$ cat src/rename_pkg.sv
// rename package with register widths, reset constants and the opcode encoding
package rename_pkg;

  ////////////////////////////////////////////////////////////
  // register file sizes
  ////////////////////////////////////////////////////////////

  // architectural registers seen by software
  localparam int NUM_LREGS = 16;
  localparam int LREG_W = 4;

  // physical registers behind the map
  localparam int NUM_PREGS = 64;
  localparam int PREG_W = 6;

  // registers not mapped after reset sit in the free list
  localparam int NUM_FREE = NUM_PREGS - NUM_LREGS;
  localparam int FREE_CNT_W = 6;
  localparam int FREE_PTR_W = 6;

  // last slot of the circular free buffer, pointers wrap after it
  localparam logic [FREE_PTR_W-1:0] FREE_LAST = FREE_PTR_W'(NUM_FREE - 1);

  ////////////////////////////////////////////////////////////
  // reset constants
  ////////////////////////////////////////////////////////////

  // logical n maps to physical n, value already present
  localparam logic MAP_RST_RDY = 1'b1;

  // free list holds NUM_LREGS up to NUM_PREGS-1, lowest at the head
  localparam logic [PREG_W-1:0] FREE_RST_BASE = PREG_W'(NUM_LREGS);
  localparam logic [FREE_CNT_W-1:0] FREE_RST_CNT = FREE_CNT_W'(NUM_FREE);

  // a disabled source reads as physical 0 and is always ready
  localparam logic [PREG_W-1:0] DIS_PSRC = '0;
  localparam logic DIS_RDY = 1'b1;

  // opcodes, only alu and load produce a register result
  typedef enum logic [2:0] {
    OP_NOP    = 3'd0,
    OP_ALU    = 3'd1,
    OP_LOAD   = 3'd2,
    OP_STORE  = 3'd3,
    OP_BRANCH = 3'd4
  } opcode_e;

endpackage

$ cat src/rename_map_table.sv
// logical to physical register map with ready bits, two lookups and one rename write
module rename_map_table (
  input  logic                         clk,
  input  logic                         rst_n,
  // lookup indices from the incoming instruction
  input  logic [rename_pkg::LREG_W-1:0] rd1_idx_i,
  input  logic [rename_pkg::LREG_W-1:0] rd2_idx_i,
  input  logic [rename_pkg::LREG_W-1:0] dst_idx_i,
  // rename write of the destination entry
  input  logic                         wr_en_i,
  input  logic [rename_pkg::PREG_W-1:0] wr_preg_i,
  // writeback broadcast
  input  logic                         wb_valid_i,
  input  logic [rename_pkg::PREG_W-1:0] wb_preg_i,
  // lookup results
  output logic [rename_pkg::PREG_W-1:0] rd1_preg_o,
  output logic                         rd1_rdy_o,
  output logic [rename_pkg::PREG_W-1:0] rd2_preg_o,
  output logic                         rd2_rdy_o,
  output logic [rename_pkg::PREG_W-1:0] dst_old_preg_o
);

  // one physical index and one ready bit per logical register
  logic [rename_pkg::PREG_W-1:0] preg_q [rename_pkg::NUM_LREGS];
  logic [rename_pkg::NUM_LREGS-1:0] rdy_q;

  // current mapping of each read port before forwarding
  logic [rename_pkg::PREG_W-1:0] rd1_map;
  logic [rename_pkg::PREG_W-1:0] rd2_map;

  ////////////////////////////////////////////////////////////
  // lookup
  ////////////////////////////////////////////////////////////

  // reads see the table as it stood before this edge,
  // so an instruction naming its own dst gets the old mapping
  assign rd1_map = preg_q[rd1_idx_i];
  assign rd2_map = preg_q[rd2_idx_i];

  assign rd1_preg_o = rd1_map;
  assign rd2_preg_o = rd2_map;

  // same-cycle writeback is forwarded into the ready bit
  assign rd1_rdy_o = rdy_q[rd1_idx_i] | (wb_valid_i && (wb_preg_i == rd1_map));
  assign rd2_rdy_o = rdy_q[rd2_idx_i] | (wb_valid_i && (wb_preg_i == rd2_map));

  // mapping being replaced, commit frees it later
  assign dst_old_preg_o = preg_q[dst_idx_i];

  ////////////////////////////////////////////////////////////
  // update
  ////////////////////////////////////////////////////////////

  always_ff @(posedge clk or negedge rst_n)
  begin
    if (!rst_n)
    begin
      // identity map, everything ready
      for (int i = 0; i < rename_pkg::NUM_LREGS; i++)
      begin
        preg_q[i] <= i[rename_pkg::PREG_W-1:0];
        rdy_q[i]  <= rename_pkg::MAP_RST_RDY;
      end
    end
    else
    begin
      // writeback compares every entry in parallel
      for (int i = 0; i < rename_pkg::NUM_LREGS; i++)
      begin
        if (wb_valid_i && (preg_q[i] == wb_preg_i))
        begin
          rdy_q[i] <= 1'b1;
        end
      end
      // rename write comes last so it wins over a writeback
      // hitting the mapping it replaces
      if (wr_en_i)
      begin
        preg_q[dst_idx_i] <= wr_preg_i;
        rdy_q[dst_idx_i]  <= 1'b0;
      end
    end
  end

endmodule

$ cat src/rename_free_list.sv
// circular FIFO of free physical register indices, popped on allocation, pushed on release
module rename_free_list (
  input  logic                         clk,
  input  logic                         rst_n,
  // allocation takes the head entry
  input  logic                         pop_i,
  // released register from commit
  input  logic                         push_i,
  input  logic [rename_pkg::PREG_W-1:0] push_preg_i,
  // next register to hand out
  output logic [rename_pkg::PREG_W-1:0] head_preg_o,
  output logic                         empty_o
);

  // storage and bookkeeping
  logic [rename_pkg::PREG_W-1:0] buf_q [rename_pkg::NUM_FREE];
  logic [rename_pkg::FREE_PTR_W-1:0] rd_ptr_q;
  logic [rename_pkg::FREE_PTR_W-1:0] wr_ptr_q;
  logic [rename_pkg::FREE_CNT_W-1:0] cnt_q;

  // pop only when something is there
  logic pop_ok;

  // pointer step with wrap at the last slot
  function automatic logic [rename_pkg::FREE_PTR_W-1:0] ptr_inc(
    input logic [rename_pkg::FREE_PTR_W-1:0] ptr
  );
    if (ptr == rename_pkg::FREE_LAST)
    begin
      return '0;
    end
    return ptr + 1'b1;
  endfunction

  ////////////////////////////////////////////////////////////
  // status
  ////////////////////////////////////////////////////////////

  assign empty_o     = (cnt_q == '0);
  assign head_preg_o = buf_q[rd_ptr_q];
  assign pop_ok      = pop_i && !empty_o;

  ////////////////////////////////////////////////////////////
  // pointers, count and storage
  ////////////////////////////////////////////////////////////

  always_ff @(posedge clk or negedge rst_n)
  begin
    if (!rst_n)
    begin
      // full after reset, write pointer has wrapped back to 0
      rd_ptr_q <= '0;
      wr_ptr_q <= '0;
      cnt_q    <= rename_pkg::FREE_RST_CNT;
      // unmapped registers in ascending order
      for (int i = 0; i < rename_pkg::NUM_FREE; i++)
      begin
        buf_q[i] <= rename_pkg::FREE_RST_BASE + i[rename_pkg::PREG_W-1:0];
      end
    end
    else
    begin
      if (pop_ok)
      begin
        rd_ptr_q <= ptr_inc(rd_ptr_q);
      end
      // released index becomes the head only once older entries drain
      if (push_i)
      begin
        buf_q[wr_ptr_q] <= push_preg_i;
        wr_ptr_q        <= ptr_inc(wr_ptr_q);
      end
      // push with pop keeps the count
      case ({push_i, pop_ok})
        2'b10:   cnt_q <= cnt_q + 1'b1;
        2'b01:   cnt_q <= cnt_q - 1'b1;
        default: cnt_q <= cnt_q;
      endcase
    end
  end

endmodule

$ cat src/rename_stage.sv
// rename stage control: accept logic, lookup and allocation merge, renamed output register
module rename_stage (
  input  logic                         clk,
  input  logic                         rst_n,
  // incoming instruction
  input  logic                         in_valid_i,
  input  rename_pkg::opcode_e          in_op_i,
  input  logic                         in_src1_en_i,
  input  logic [rename_pkg::LREG_W-1:0] in_src1_i,
  input  logic                         in_src2_en_i,
  input  logic [rename_pkg::LREG_W-1:0] in_src2_i,
  input  logic [rename_pkg::LREG_W-1:0] in_dst_i,
  output logic                         in_ready_o,
  // renamed instruction
  output logic                         out_valid_o,
  output rename_pkg::opcode_e          out_op_o,
  output logic [rename_pkg::PREG_W-1:0] out_psrc1_o,
  output logic                         out_psrc1_rdy_o,
  output logic [rename_pkg::PREG_W-1:0] out_psrc2_o,
  output logic                         out_psrc2_rdy_o,
  output logic [rename_pkg::PREG_W-1:0] out_pdst_o,
  output logic                         out_dst_wr_o,
  output logic [rename_pkg::PREG_W-1:0] out_old_pdst_o,
  output logic                         out_inst_rdy_o,
  input  logic                         out_ready_i,
  // map table lookup
  output logic [rename_pkg::LREG_W-1:0] rd1_idx_o,
  output logic [rename_pkg::LREG_W-1:0] rd2_idx_o,
  output logic [rename_pkg::LREG_W-1:0] dst_idx_o,
  input  logic [rename_pkg::PREG_W-1:0] rd1_preg_i,
  input  logic                         rd1_rdy_i,
  input  logic [rename_pkg::PREG_W-1:0] rd2_preg_i,
  input  logic                         rd2_rdy_i,
  input  logic [rename_pkg::PREG_W-1:0] dst_old_preg_i,
  // free list
  input  logic [rename_pkg::PREG_W-1:0] head_preg_i,
  input  logic                         fl_empty_i,
  output logic                         alloc_o
);

  // decode and handshake
  logic wr_dst;
  logic slot_free;
  logic accept;

  // merged source operands
  logic [rename_pkg::PREG_W-1:0] psrc1;
  logic [rename_pkg::PREG_W-1:0] psrc2;
  logic psrc1_rdy;
  logic psrc2_rdy;

  // output slot
  logic out_valid_q;
  rename_pkg::opcode_e op_q;
  logic [rename_pkg::PREG_W-1:0] psrc1_q;
  logic [rename_pkg::PREG_W-1:0] psrc2_q;
  logic [rename_pkg::PREG_W-1:0] pdst_q;
  logic [rename_pkg::PREG_W-1:0] old_pdst_q;
  logic psrc1_rdy_q;
  logic psrc2_rdy_q;
  logic dst_wr_q;

  ////////////////////////////////////////////////////////////
  // decode and accept
  ////////////////////////////////////////////////////////////

  // map table is indexed straight from the instruction fields
  assign rd1_idx_o = in_src1_i;
  assign rd2_idx_o = in_src2_i;
  assign dst_idx_o = in_dst_i;

  // only alu and load results need a new physical register
  assign wr_dst = (in_op_i == rename_pkg::OP_ALU) || (in_op_i == rename_pkg::OP_LOAD);

  // single slot, free when empty or leaving this edge
  assign slot_free = !out_valid_q || out_ready_i;

  // a writer also needs a register from the free list
  assign in_ready_o = slot_free && (!wr_dst || !fl_empty_i);
  assign accept     = in_valid_i && in_ready_o;

  // pops the free list and writes the map in the same edge
  assign alloc_o = accept && wr_dst;

  ////////////////////////////////////////////////////////////
  // operand merge
  ////////////////////////////////////////////////////////////

  // disabled source never blocks issue
  assign psrc1     = in_src1_en_i ? rd1_preg_i : rename_pkg::DIS_PSRC;
  assign psrc1_rdy = in_src1_en_i ? rd1_rdy_i  : rename_pkg::DIS_RDY;
  assign psrc2     = in_src2_en_i ? rd2_preg_i : rename_pkg::DIS_PSRC;
  assign psrc2_rdy = in_src2_en_i ? rd2_rdy_i  : rename_pkg::DIS_RDY;

  ////////////////////////////////////////////////////////////
  // output register
  ////////////////////////////////////////////////////////////

  always_ff @(posedge clk or negedge rst_n)
  begin
    if (!rst_n)
    begin
      out_valid_q <= 1'b0;
    end
    else if (accept)
    begin
      out_valid_q <= 1'b1;
    end
    else if (out_ready_i)
    begin
      out_valid_q <= 1'b0;
    end
  end

  // payload only moves on accept, so it holds under stall
  always_ff @(posedge clk)
  begin
    if (accept)
    begin
      op_q        <= in_op_i;
      psrc1_q     <= psrc1;
      psrc1_rdy_q <= psrc1_rdy;
      psrc2_q     <= psrc2;
      psrc2_rdy_q <= psrc2_rdy;
      dst_wr_q    <= wr_dst;
      // no destination reports zeros
      pdst_q      <= wr_dst ? head_preg_i : '0;
      old_pdst_q  <= wr_dst ? dst_old_preg_i : '0;
    end
  end

  assign out_valid_o     = out_valid_q;
  assign out_op_o        = op_q;
  assign out_psrc1_o     = psrc1_q;
  assign out_psrc1_rdy_o = psrc1_rdy_q;
  assign out_psrc2_o     = psrc2_q;
  assign out_psrc2_rdy_o = psrc2_rdy_q;
  assign out_pdst_o      = pdst_q;
  assign out_dst_wr_o    = dst_wr_q;
  assign out_old_pdst_o  = old_pdst_q;
  // ready bits are frozen at rename, scheduler tracks them from here
  assign out_inst_rdy_o  = psrc1_rdy_q && psrc2_rdy_q;

endmodule

$ cat src/rename_unit.sv
// register rename unit top, joins map table, free list and rename stage
module rename_unit (
  input  logic                         clk,
  input  logic                         rst_n,
  // instruction in
  input  logic                         in_valid_i,
  input  rename_pkg::opcode_e          in_op_i,
  input  logic                         in_src1_en_i,
  input  logic [rename_pkg::LREG_W-1:0] in_src1_i,
  input  logic                         in_src2_en_i,
  input  logic [rename_pkg::LREG_W-1:0] in_src2_i,
  input  logic [rename_pkg::LREG_W-1:0] in_dst_i,
  output logic                         in_ready_o,
  // renamed instruction out
  output logic                         out_valid_o,
  output rename_pkg::opcode_e          out_op_o,
  output logic [rename_pkg::PREG_W-1:0] out_psrc1_o,
  output logic                         out_psrc1_rdy_o,
  output logic [rename_pkg::PREG_W-1:0] out_psrc2_o,
  output logic                         out_psrc2_rdy_o,
  output logic [rename_pkg::PREG_W-1:0] out_pdst_o,
  output logic                         out_dst_wr_o,
  output logic [rename_pkg::PREG_W-1:0] out_old_pdst_o,
  output logic                         out_inst_rdy_o,
  input  logic                         out_ready_i,
  // writeback
  input  logic                         wb_valid_i,
  input  logic [rename_pkg::PREG_W-1:0] wb_preg_i,
  // release from commit
  input  logic                         rel_valid_i,
  input  logic [rename_pkg::PREG_W-1:0] rel_preg_i
);

  ////////////////////////////////////////////////////////////
  // internal nets
  ////////////////////////////////////////////////////////////

  // lookup indices
  logic [rename_pkg::LREG_W-1:0] rd1_idx;
  logic [rename_pkg::LREG_W-1:0] rd2_idx;
  logic [rename_pkg::LREG_W-1:0] dst_idx;

  // lookup results
  logic [rename_pkg::PREG_W-1:0] rd1_preg;
  logic rd1_rdy;
  logic [rename_pkg::PREG_W-1:0] rd2_preg;
  logic rd2_rdy;
  logic [rename_pkg::PREG_W-1:0] dst_old_preg;

  // allocation
  logic [rename_pkg::PREG_W-1:0] head_preg;
  logic empty;
  logic alloc;

  // head register goes both to the map write and to the stage
  rename_map_table i_map_table (
    .clk            (clk),
    .rst_n          (rst_n),
    .rd1_idx_i      (rd1_idx),
    .rd2_idx_i      (rd2_idx),
    .dst_idx_i      (dst_idx),
    .wr_en_i        (alloc),
    .wr_preg_i      (head_preg),
    .wb_valid_i     (wb_valid_i),
    .wb_preg_i      (wb_preg_i),
    .rd1_preg_o     (rd1_preg),
    .rd1_rdy_o      (rd1_rdy),
    .rd2_preg_o     (rd2_preg),
    .rd2_rdy_o      (rd2_rdy),
    .dst_old_preg_o (dst_old_preg)
  );

  rename_free_list i_free_list (
    .clk         (clk),
    .rst_n       (rst_n),
    .pop_i       (alloc),
    .push_i      (rel_valid_i),
    .push_preg_i (rel_preg_i),
    .head_preg_o (head_preg),
    .empty_o     (empty)
  );

  rename_stage i_stage (
    .clk             (clk),
    .rst_n           (rst_n),
    .in_valid_i      (in_valid_i),
    .in_op_i         (in_op_i),
    .in_src1_en_i    (in_src1_en_i),
    .in_src1_i       (in_src1_i),
    .in_src2_en_i    (in_src2_en_i),
    .in_src2_i       (in_src2_i),
    .in_dst_i        (in_dst_i),
    .in_ready_o      (in_ready_o),
    .out_valid_o     (out_valid_o),
    .out_op_o        (out_op_o),
    .out_psrc1_o     (out_psrc1_o),
    .out_psrc1_rdy_o (out_psrc1_rdy_o),
    .out_psrc2_o     (out_psrc2_o),
    .out_psrc2_rdy_o (out_psrc2_rdy_o),
    .out_pdst_o      (out_pdst_o),
    .out_dst_wr_o    (out_dst_wr_o),
    .out_old_pdst_o  (out_old_pdst_o),
    .out_inst_rdy_o  (out_inst_rdy_o),
    .out_ready_i     (out_ready_i),
    .rd1_idx_o       (rd1_idx),
    .rd2_idx_o       (rd2_idx),
    .dst_idx_o       (dst_idx),
    .rd1_preg_i      (rd1_preg),
    .rd1_rdy_i       (rd1_rdy),
    .rd2_preg_i      (rd2_preg),
    .rd2_rdy_i       (rd2_rdy),
    .dst_old_preg_i  (dst_old_preg),
    .head_preg_i     (head_preg),
    .fl_empty_i      (empty),
    .alloc_o         (alloc)
  );

endmodule

$ cat config.mk
export PLATFORM = sky130hd
export DESIGN_NAME = rename_unit
export DESIGN_NICKNAME = d
export VERILOG_FILES = /design/src/rename_pkg.sv /design/src/rename_map_table.sv /design/src/rename_free_list.sv /design/src/rename_stage.sv /design/src/rename_unit.sv
export SDC_FILE = /design/constraint.sdc
export NUM_CORES = 1
export LEC_CHECK = 0
export ABC_CLOCK_PERIOD_IN_PS = 2900
export BUFFER_PORTS_ARGS = -buffer_cell sky130_fd_sc_hd__buf_2
export CAP_MARGIN = 20
export CELL_PAD_IN_SITES_DETAIL_PLACEMENT = 1
export CELL_PAD_IN_SITES_GLOBAL_PLACEMENT = 1
export CORE_MARGIN = 1
export CORE_UTILIZATION = 48
export CTS_CLUSTER_DIAMETER = 50
export DETAILED_ROUTE_END_ITERATION = 10
export GPL_TIMING_DRIVEN = 1
export PLACE_DENSITY_LB_ADDON = 0.1
export REMOVE_ABC_BUFFERS = 1
export SLEW_MARGIN = 10
export SYNTH_ARGS = -nofsm -noshare
export SYNTH_HDL_FRONTEND = slang
export SYNTH_SLANG_ARGS = --single-unit
$ cat constraint.sdc
create_clock -name clk -period 2.9 [get_ports clk]
set_input_delay 0.58 -clock clk [delete_from_list [all_inputs] [get_ports clk]]
set_output_delay 0.58 -clock clk [all_outputs]
set_load 0.005 [all_outputs]
### After elaboration in Yosys (flattened, before gate mapping)

Cells that the tools add are included.

* register bits after elaboration: 449
* input bits: 35
* word-level logic and storage cells: 212

* add/subtract/negate cells: 4
* magnitude comparators: 11
* equal/unequal tests: 24
* muxes and demuxes: 52
* bitwise logic cells: 9
* reduce and logical (&&, ||, !) cells: 35

Operator list (number)
* bitwise mux 288 bit: 1
* equality test 6 bit: 18
* bitwise mux 96 bit: 1
* two-way mux 6 bit: 14
* binary-select mux 6 bit (select 4 bit): 3
* binary-select mux 6 bit (select 6 bit): 1
* demux 6 bit (select 6 bit): 1
* logical AND 1 bit: 26
* two-way mux 1 bit: 25
* demux 6 bit (select 4 bit): 1
* adder 6 x 1 -> 6 bit, second input constant: 3
* bitwise AND 16 bit: 1
* two-way mux 16 bit: 1
* inverter 16 bit: 1
* greater-or-equal comparator 5 bit, second input constant: 3
* < comparator 4 x 5 -> 1 bit, second input constant: 3
* inverter 4 -> 5 bit: 3
* greater-or-equal comparator 7 bit, second input constant: 2
* inverter 6 -> 7 bit: 2
* equality test 6 bit, second input constant: 2
* case mux 6 bit (2 select lines): 1
* binary-select mux 1 bit (select 4 bit): 2
* < comparator 7 x 1 -> 1 bit, second input constant: 1
* logical NOT 6 bit: 1
* 12 further kinds: 18

### Depth between registers and ports, before layout

* depth in word-level cells: 10
* gate-level depth with buffers: 14

### Cells and area by module

A second synthesis with hierarchy kept.

* cells, all modules: 1642
* area total of the unflattened synthesis: 23805.3 µm²

Modules (own cells, without submodules)
* rename_free_list: times used 1, cells each 965, area an instance 14501.4 µm², seq. area each 7860.0 µm²
* rename_map_table: times used 1, cells each 596, area an instance 8027.7 µm², seq. area each 2862.7 µm²
* rename_stage: times used 1, cells each 81, area an instance 1276.2 µm², seq. area each 925.9 µm²

### Worst setup path after synthesis

OpenSTA, ideal clock, no wires.

* path type: reg2reg
* start: register i_free_list.cnt_q[3] in the netlist's numbering
* end: register i_free_list.cnt_q[5] in the netlist's numbering
* library setup time: 0.075 ns
* arrival: 2.866 ns
* slack: -0.040 ns
* cell stages (with the launch flop): 12
* path buffers: 0
* clock period less this slack: 2.940 ns
* path through: dfrtp_1 > or3_1 > or4_1 > nand4_1 > inv_2 > ha_1 > and3b_1 > o21ai_0 > a2111oi_0 > o31ai_1 > a21oi_1 > xor2_1

* word-level cells in the longest chain between the ends: 9
* elaborated cells between the ends (all ways): 13

Ends and longest elaborated chain
* from (decl): RTL line rename_free_list.sv:19 `logic [rename_pkg::FREE_CNT_W-1:0] cnt_q;`
* from (signal assigned): RTL line rename_free_list.sv:54 `cnt_q <= rename_pkg::FREE_RST_CNT;`
* from (signal assigned): RTL line rename_free_list.sv:75 `2'b10: cnt_q <= cnt_q + 1'b1;`
* from (signal assigned): RTL line rename_free_list.sv:76 `2'b01: cnt_q <= cnt_q - 1'b1;`
* logical NOT 6 bit: RTL line rename_free_list.sv:39 `assign empty_o = (cnt_q == '0);`
* logical NOT 1 bit: RTL line rename_free_list.sv:41, rename_stage.sv:79
* logical OR 1 bit: RTL line rename_stage.sv:79 `assign in_ready_o = slot_free && (!wr_dst || !fl_empty_i);`
* logical AND 1 bit: RTL line rename_stage.sv:79
* logical AND 1 bit: RTL line rename_stage.sv:80 `assign accept = in_valid_i && in_ready_o;`
* logical AND 1 bit: RTL line rename_stage.sv:83 `assign alloc_o = accept && wr_dst;`
* logical AND 1 bit: RTL line rename_free_list.sv:41 `assign pop_ok = pop_i && !empty_o;`
* equality test 2 x 1 -> 1 bit / equality test 2 bit (equally long branches): RTL line rename_free_list.sv:74 `case ({push_i, pop_ok})`
* case mux 6 bit (2 select lines) / nonzero test 2 bit (equally long branches)

Parallel ways exist; a longest one is shown, timed or not.
A chain may end at the register's enable or synchronous reset.

### Final worst setup path

* start: register i_free_list.cnt_q[3] in the netlist's numbering
* end: register i_free_list.cnt_q[4] in the netlist's numbering

Same word-level chain as after synthesis.

==> results.txt <==
The flow ran to the end, and the final reports show no timing, DRC or antenna violations. The final critical path takes up 96.1% of the cycle. The synthesized netlist contains 52 unique library cells. The critical path is of the reg -> reg type.

For the worst-skew pair, the clock arrives at the later sink with an insertion delay of 0.63 ns. The kind of cell adding the most delay to the critical path was simple AND/OR/NAND/NOR gates. Clock tree synthesis found a total of 449 sinks. The netlist area before placement was 23700 um^2. Power spread over the standard cell area amounts to 1000 nW/um^2.

Wire segments on met3 add up to 2.51 mm in the final route. Summing the sequential cell areas from Yosys gives 49.2% of the chip area. CTS built an H-tree with a depth of 2. The number of global-route vias before repair is 16400. The logs give 0 for the total DRC errors in the routed layout and 66.6 mm for the aggregate routed wire length.

For the pin with the worst max-slew slack, the measured transition is 1.01 ns. The die covers 50200 um^2. For the buffer depth of the longest clock path, the log shows 3.

The core region is 48800 um^2. STA puts the critical path data required time at 3.44 ns. The clock transition at the registers of the reported paths was 0.05 ns; the setup slack after placement was -0.0486 ns. Setup slack closes at 0.114 ns.

Before antenna repair, the detailed router went through 5 iterations. The multi-input combinational cells in the finished layout cover a total of 11500 um^2. Entering global routing, the biggest net connects 72 pins. The cell depth of the worst hold path works out to 1.

For this run the aggregate overflow at the end of global routing stands at 0. Across the routed clock network, the largest skew measured is 0.0295 ns. The count of endpoints failing hold in the final timing report came out at 0. The tools report the max-cap check violation count as 0.

Headroom to the max-slew limit came out at 32.4%. Of all nets on the critical path, the largest fanout is 4. The run gives 81 as the row count. The worst hold path belongs to the class in -> reg. After detailed placement, the total cell area comes to 25500 um^2. At the end of routability-driven placement, the weighted congestion stood at 0.922.

Vertical extent of the die: 224 um. In this run, synthesis inferred 30 flip-flops with an integrated enable. The minimum clock period after layout was 2.79 ns; the layout-stage area growth over the synthesis result was 16.5%. The highest attainable clock frequency was 359 MHz. The initial core utilization was 48.5%. The max-slew violation total from the final report is 0.

Root buffer cell: sky130_fd_sc_hd__clkbuf_16. TritonCTS built the clock tree. The final layout contains 1841 nets.

Global routing consumed, over all layers together, 27.5% of the routing resources. Of the post-synthesis cell area, the dominant cell type holds 23.3%. Buffers placed on the I/O ports in this run total 67.

The critical path goes through or3_4, or4_4, nand4_1, inv_2, ha_1, buf_4, xor2_1, ha_2, and3_1, o21ai_0, a31oi_1, xnor2_1. The commonest cells after synthesis are sky130_fd_sc_hd__mux2_2, sky130_fd_sc_hd__dfstp_2, sky130_fd_sc_hd__dfrtp_1, sky130_fd_sc_hd__mux4_2, sky130_fd_sc_hd__mux2i_1. Among all cell types in the netlist, the one instantiated most often is sky130_fd_sc_hd__mux2_2.

The critical path launch point type is a register. For this block, wires on met1 add up to 27.5 mm. By area the synthesized netlist is led by sky130_fd_sc_hd__dfstp_2, sky130_fd_sc_hd__dfrtp_1, sky130_fd_sc_hd__mux2_2. The average via count per standard cell came out at 5.95.

The number of endpoints failing setup at the final stage was 0; the fraction of final layout cells sized beyond drive strength 1 was 56.5%. After routing the design area is 27600 um^2. The gate count after technology mapping was 1663; the wire length of the first global-routing pass was 104 mm.

68 I/O pins were placed. Yosys printed 0 warnings. Dividing the synthesized area by the synthesized cell count gives 14.2 um^2.

Detailed router's first-iteration violation count: 673. The tools report the number of buffers created by CTS as 58. Data on the critical path arrives at its endpoint at 3.32 ns. The tools report the sort of element at the end of the critical path as a register. The die boundary width was 224 um. After detailed routing, no signal wire sits above met4. The number of gates on the worst path with buffers counted works out to 12. Detailed placement ended at an HPWL of 46.5 mm.

The sequential cell area in the final layout was 11700 um^2; the number of antenna violations at the first check in global routing was 1. Summed over all instances, the cell type with the most area after synthesis is sky130_fd_sc_hd__dfstp_2. The count of buffering cells on the critical path with inverters included was 2. The completed layout was analyzed and its total power is 0.0276 W.

The number of nets still failing antenna checks after routing was 0; the share of synthesized flip-flops with an asynchronous set or reset was 93.3%. The number of synthesized register bits was 449. For this run, the leading register cell type out of synthesis is sky130_fd_sc_hd__dfstp_2. The highest cell delay on the worst timing path came out at 0.43 ns. Summed over all nets, wire length on met2 after detailed routing comes to 34.3 mm. The mean routed wirelength per cell was 26.5 um.

After filler insertion, the fill cell instance count of the layout stands at 4753. In this run the static leakage power is 11.5 nW. For the worst vdd rail ir drop, the log shows 0.551 mV. The worst register-to-register path has a depth of 12.

Overall via count from detail_route: 15000. Among all stages on the critical path, the largest delay is contributed by sky130_fd_sc_hd__or4_4.
[layer usage]
layer	vias to the layer above	GRT usage, %
met1	7985	35.2
li1	6520	-
met4	0	9.74
met3	126	3.34
met2	347	48.2
met5	-	0
[report_power, final]
part           internal [W]  switching (W)  leakage [nW]
clock network       0.00453        0.00288         0.971
registers           0.00925        0.00185          5.24
logic               0.00495        0.00416          5.32
total                0.0187        0.00890          11.5
[flip-flops by register name (all words and copies together), names as in the netlist]
register	count
i_stage.out_psrc2_rdy_o	1
i_free_list.rd_ptr_q	6
i_map_table.preg_q	96
i_stage.out_valid_o	1
i_map_table.rdy_q	16
i_free_list.buf_q	288
i_stage.out_pdst_o	6
i_free_list.cnt_q	6
i_stage.out_psrc1_rdy_o	1
i_stage.out_old_pdst_o	6
i_stage.out_op_o	3
i_stage.out_psrc2_o	6
i_free_list.wr_ptr_q	6
i_stage.out_dst_wr_o	1
i_stage.out_psrc1_o	6
[final cells by class]
type | instances | share of cell area (%)
antenna | 1 | 0.00907
clock buffer | 85 | 6.00
clock inverter | 25 | 1.25
inverter | 9 | 0.122
multi-input combinational | 1087 | 41.8
sequential | 449 | 42.2
tap | 664 | 3.01
timing repair buffer | 196 | 5.54
[cells in the final DEF (no fill, tap or decap), types with 7 or more instances in the layout]
| cell | instances |
|---|---|
| sky130_fd_sc_hd__buf_2 | 66 |
| sky130_fd_sc_hd__buf_12 | 17 |
| sky130_fd_sc_hd__dfstp_2 | 210 |
| sky130_fd_sc_hd__buf_4 | 111 |
| sky130_fd_sc_hd__nor3b_1 | 7 |
| sky130_fd_sc_hd__xor2_1 | 57 |
| sky130_fd_sc_hd__clkbuf_16 | 60 |
| sky130_fd_sc_hd__a21oi_1 | 11 |
| sky130_fd_sc_hd__nand2_1 | 66 |
| sky130_fd_sc_hd__mux2_2 | 365 |
| sky130_fd_sc_hd__nand3b_1 | 9 |
| sky130_fd_sc_hd__o21ai_0 | 13 |
| sky130_fd_sc_hd__nand3_1 | 9 |
| sky130_fd_sc_hd__clkinv_4 | 7 |
| sky130_fd_sc_hd__dfrtp_1 | 206 |
| sky130_fd_sc_hd__and2_1 | 21 |
| sky130_fd_sc_hd__nor4_1 | 17 |
| sky130_fd_sc_hd__xnor2_1 | 61 |
| sky130_fd_sc_hd__edfxtp_1 | 30 |
| sky130_fd_sc_hd__a31oi_1 | 34 |
| sky130_fd_sc_hd__clkbuf_1 | 19 |
| sky130_fd_sc_hd__nand4_1 | 23 |
| sky130_fd_sc_hd__o21a_1 | 11 |
| sky130_fd_sc_hd__mux2i_1 | 84 |
| sky130_fd_sc_hd__nor2_1 | 82 |
| sky130_fd_sc_hd__mux4_2 | 153 |
[per-stage QoR]
step	hold slack, ns	utilization [%]	std cells	setup TNS (ns)
after floorplan	0.284	-	1545	-186.86
after global placement	0.482	52.3	2403	-0.0139
after detailed placement	0.488	52.3	2403	-0.0666
after CTS	0.123	56.4	2514	0
after global routing	0.140	56.5	2515	-0.0867
final	0.152	56.5	2516	0
[cell families (layout without fill, tap and decap cells)]
kind of cell,count (synthesis),in the layout,synth area share [%]
buffers and inverters,127,315,2.28
adders and majority gates,5,5,0.264
other,0,1,0
muxes,602,602,35.5
xor gates and xnor gates,118,118,4.36
DFF,449,449,49.2
and+or+nand+nor,266,266,5.57
AOI/OAI and AO/OA,96,96,2.88
[worst paths after layout]
check / startpoint / to / slack [ns]
worst max-delay path: i_free_list.cnt_q[3] / i_free_list.cnt_q[4] / 0.11
worst min-delay path: in_op_i[2] / i_stage.out_op_o[2] / 0.15
worst max register to register: i_free_list.cnt_q[3] / i_free_list.cnt_q[4] / 0.11
worst min register to register: i_free_list.buf_q[258] / i_free_list.buf_q[258] / 0.50
max in group asynchronous: rst_n / i_free_list.buf_q[129] / 1.48
min in group asynchronous: rst_n / i_stage.out_valid_o / 0.52
[worst register-to-register path, delay by kind of cell, from the launching register on]
family | cells | cell delay (ns)
AOI/OAI and AO/OA | 2 | 0.27
and+or+nand+nor | 4 | 1.14
adders and majority gates | 2 | 0.41
xor gates and xnor gates | 2 | 0.30
DFF | 1 | 0.38
buffers and inverters | 2 | 0.22
[what timing repair did]
| item | 4_1_cts | 5_1_grt |
|---|---|---|
| endpoints found under the setup margin | 2 | 4 |
| pin swaps | 0 | 3 |
| hold buffers | 1 | 0 |
| resized for setup | 2 | 11 |
| endpoints found under the hold margin | 27 | 0 |
| setup buffers | 0 | 1 |
(Power assumes the default switching activity.)
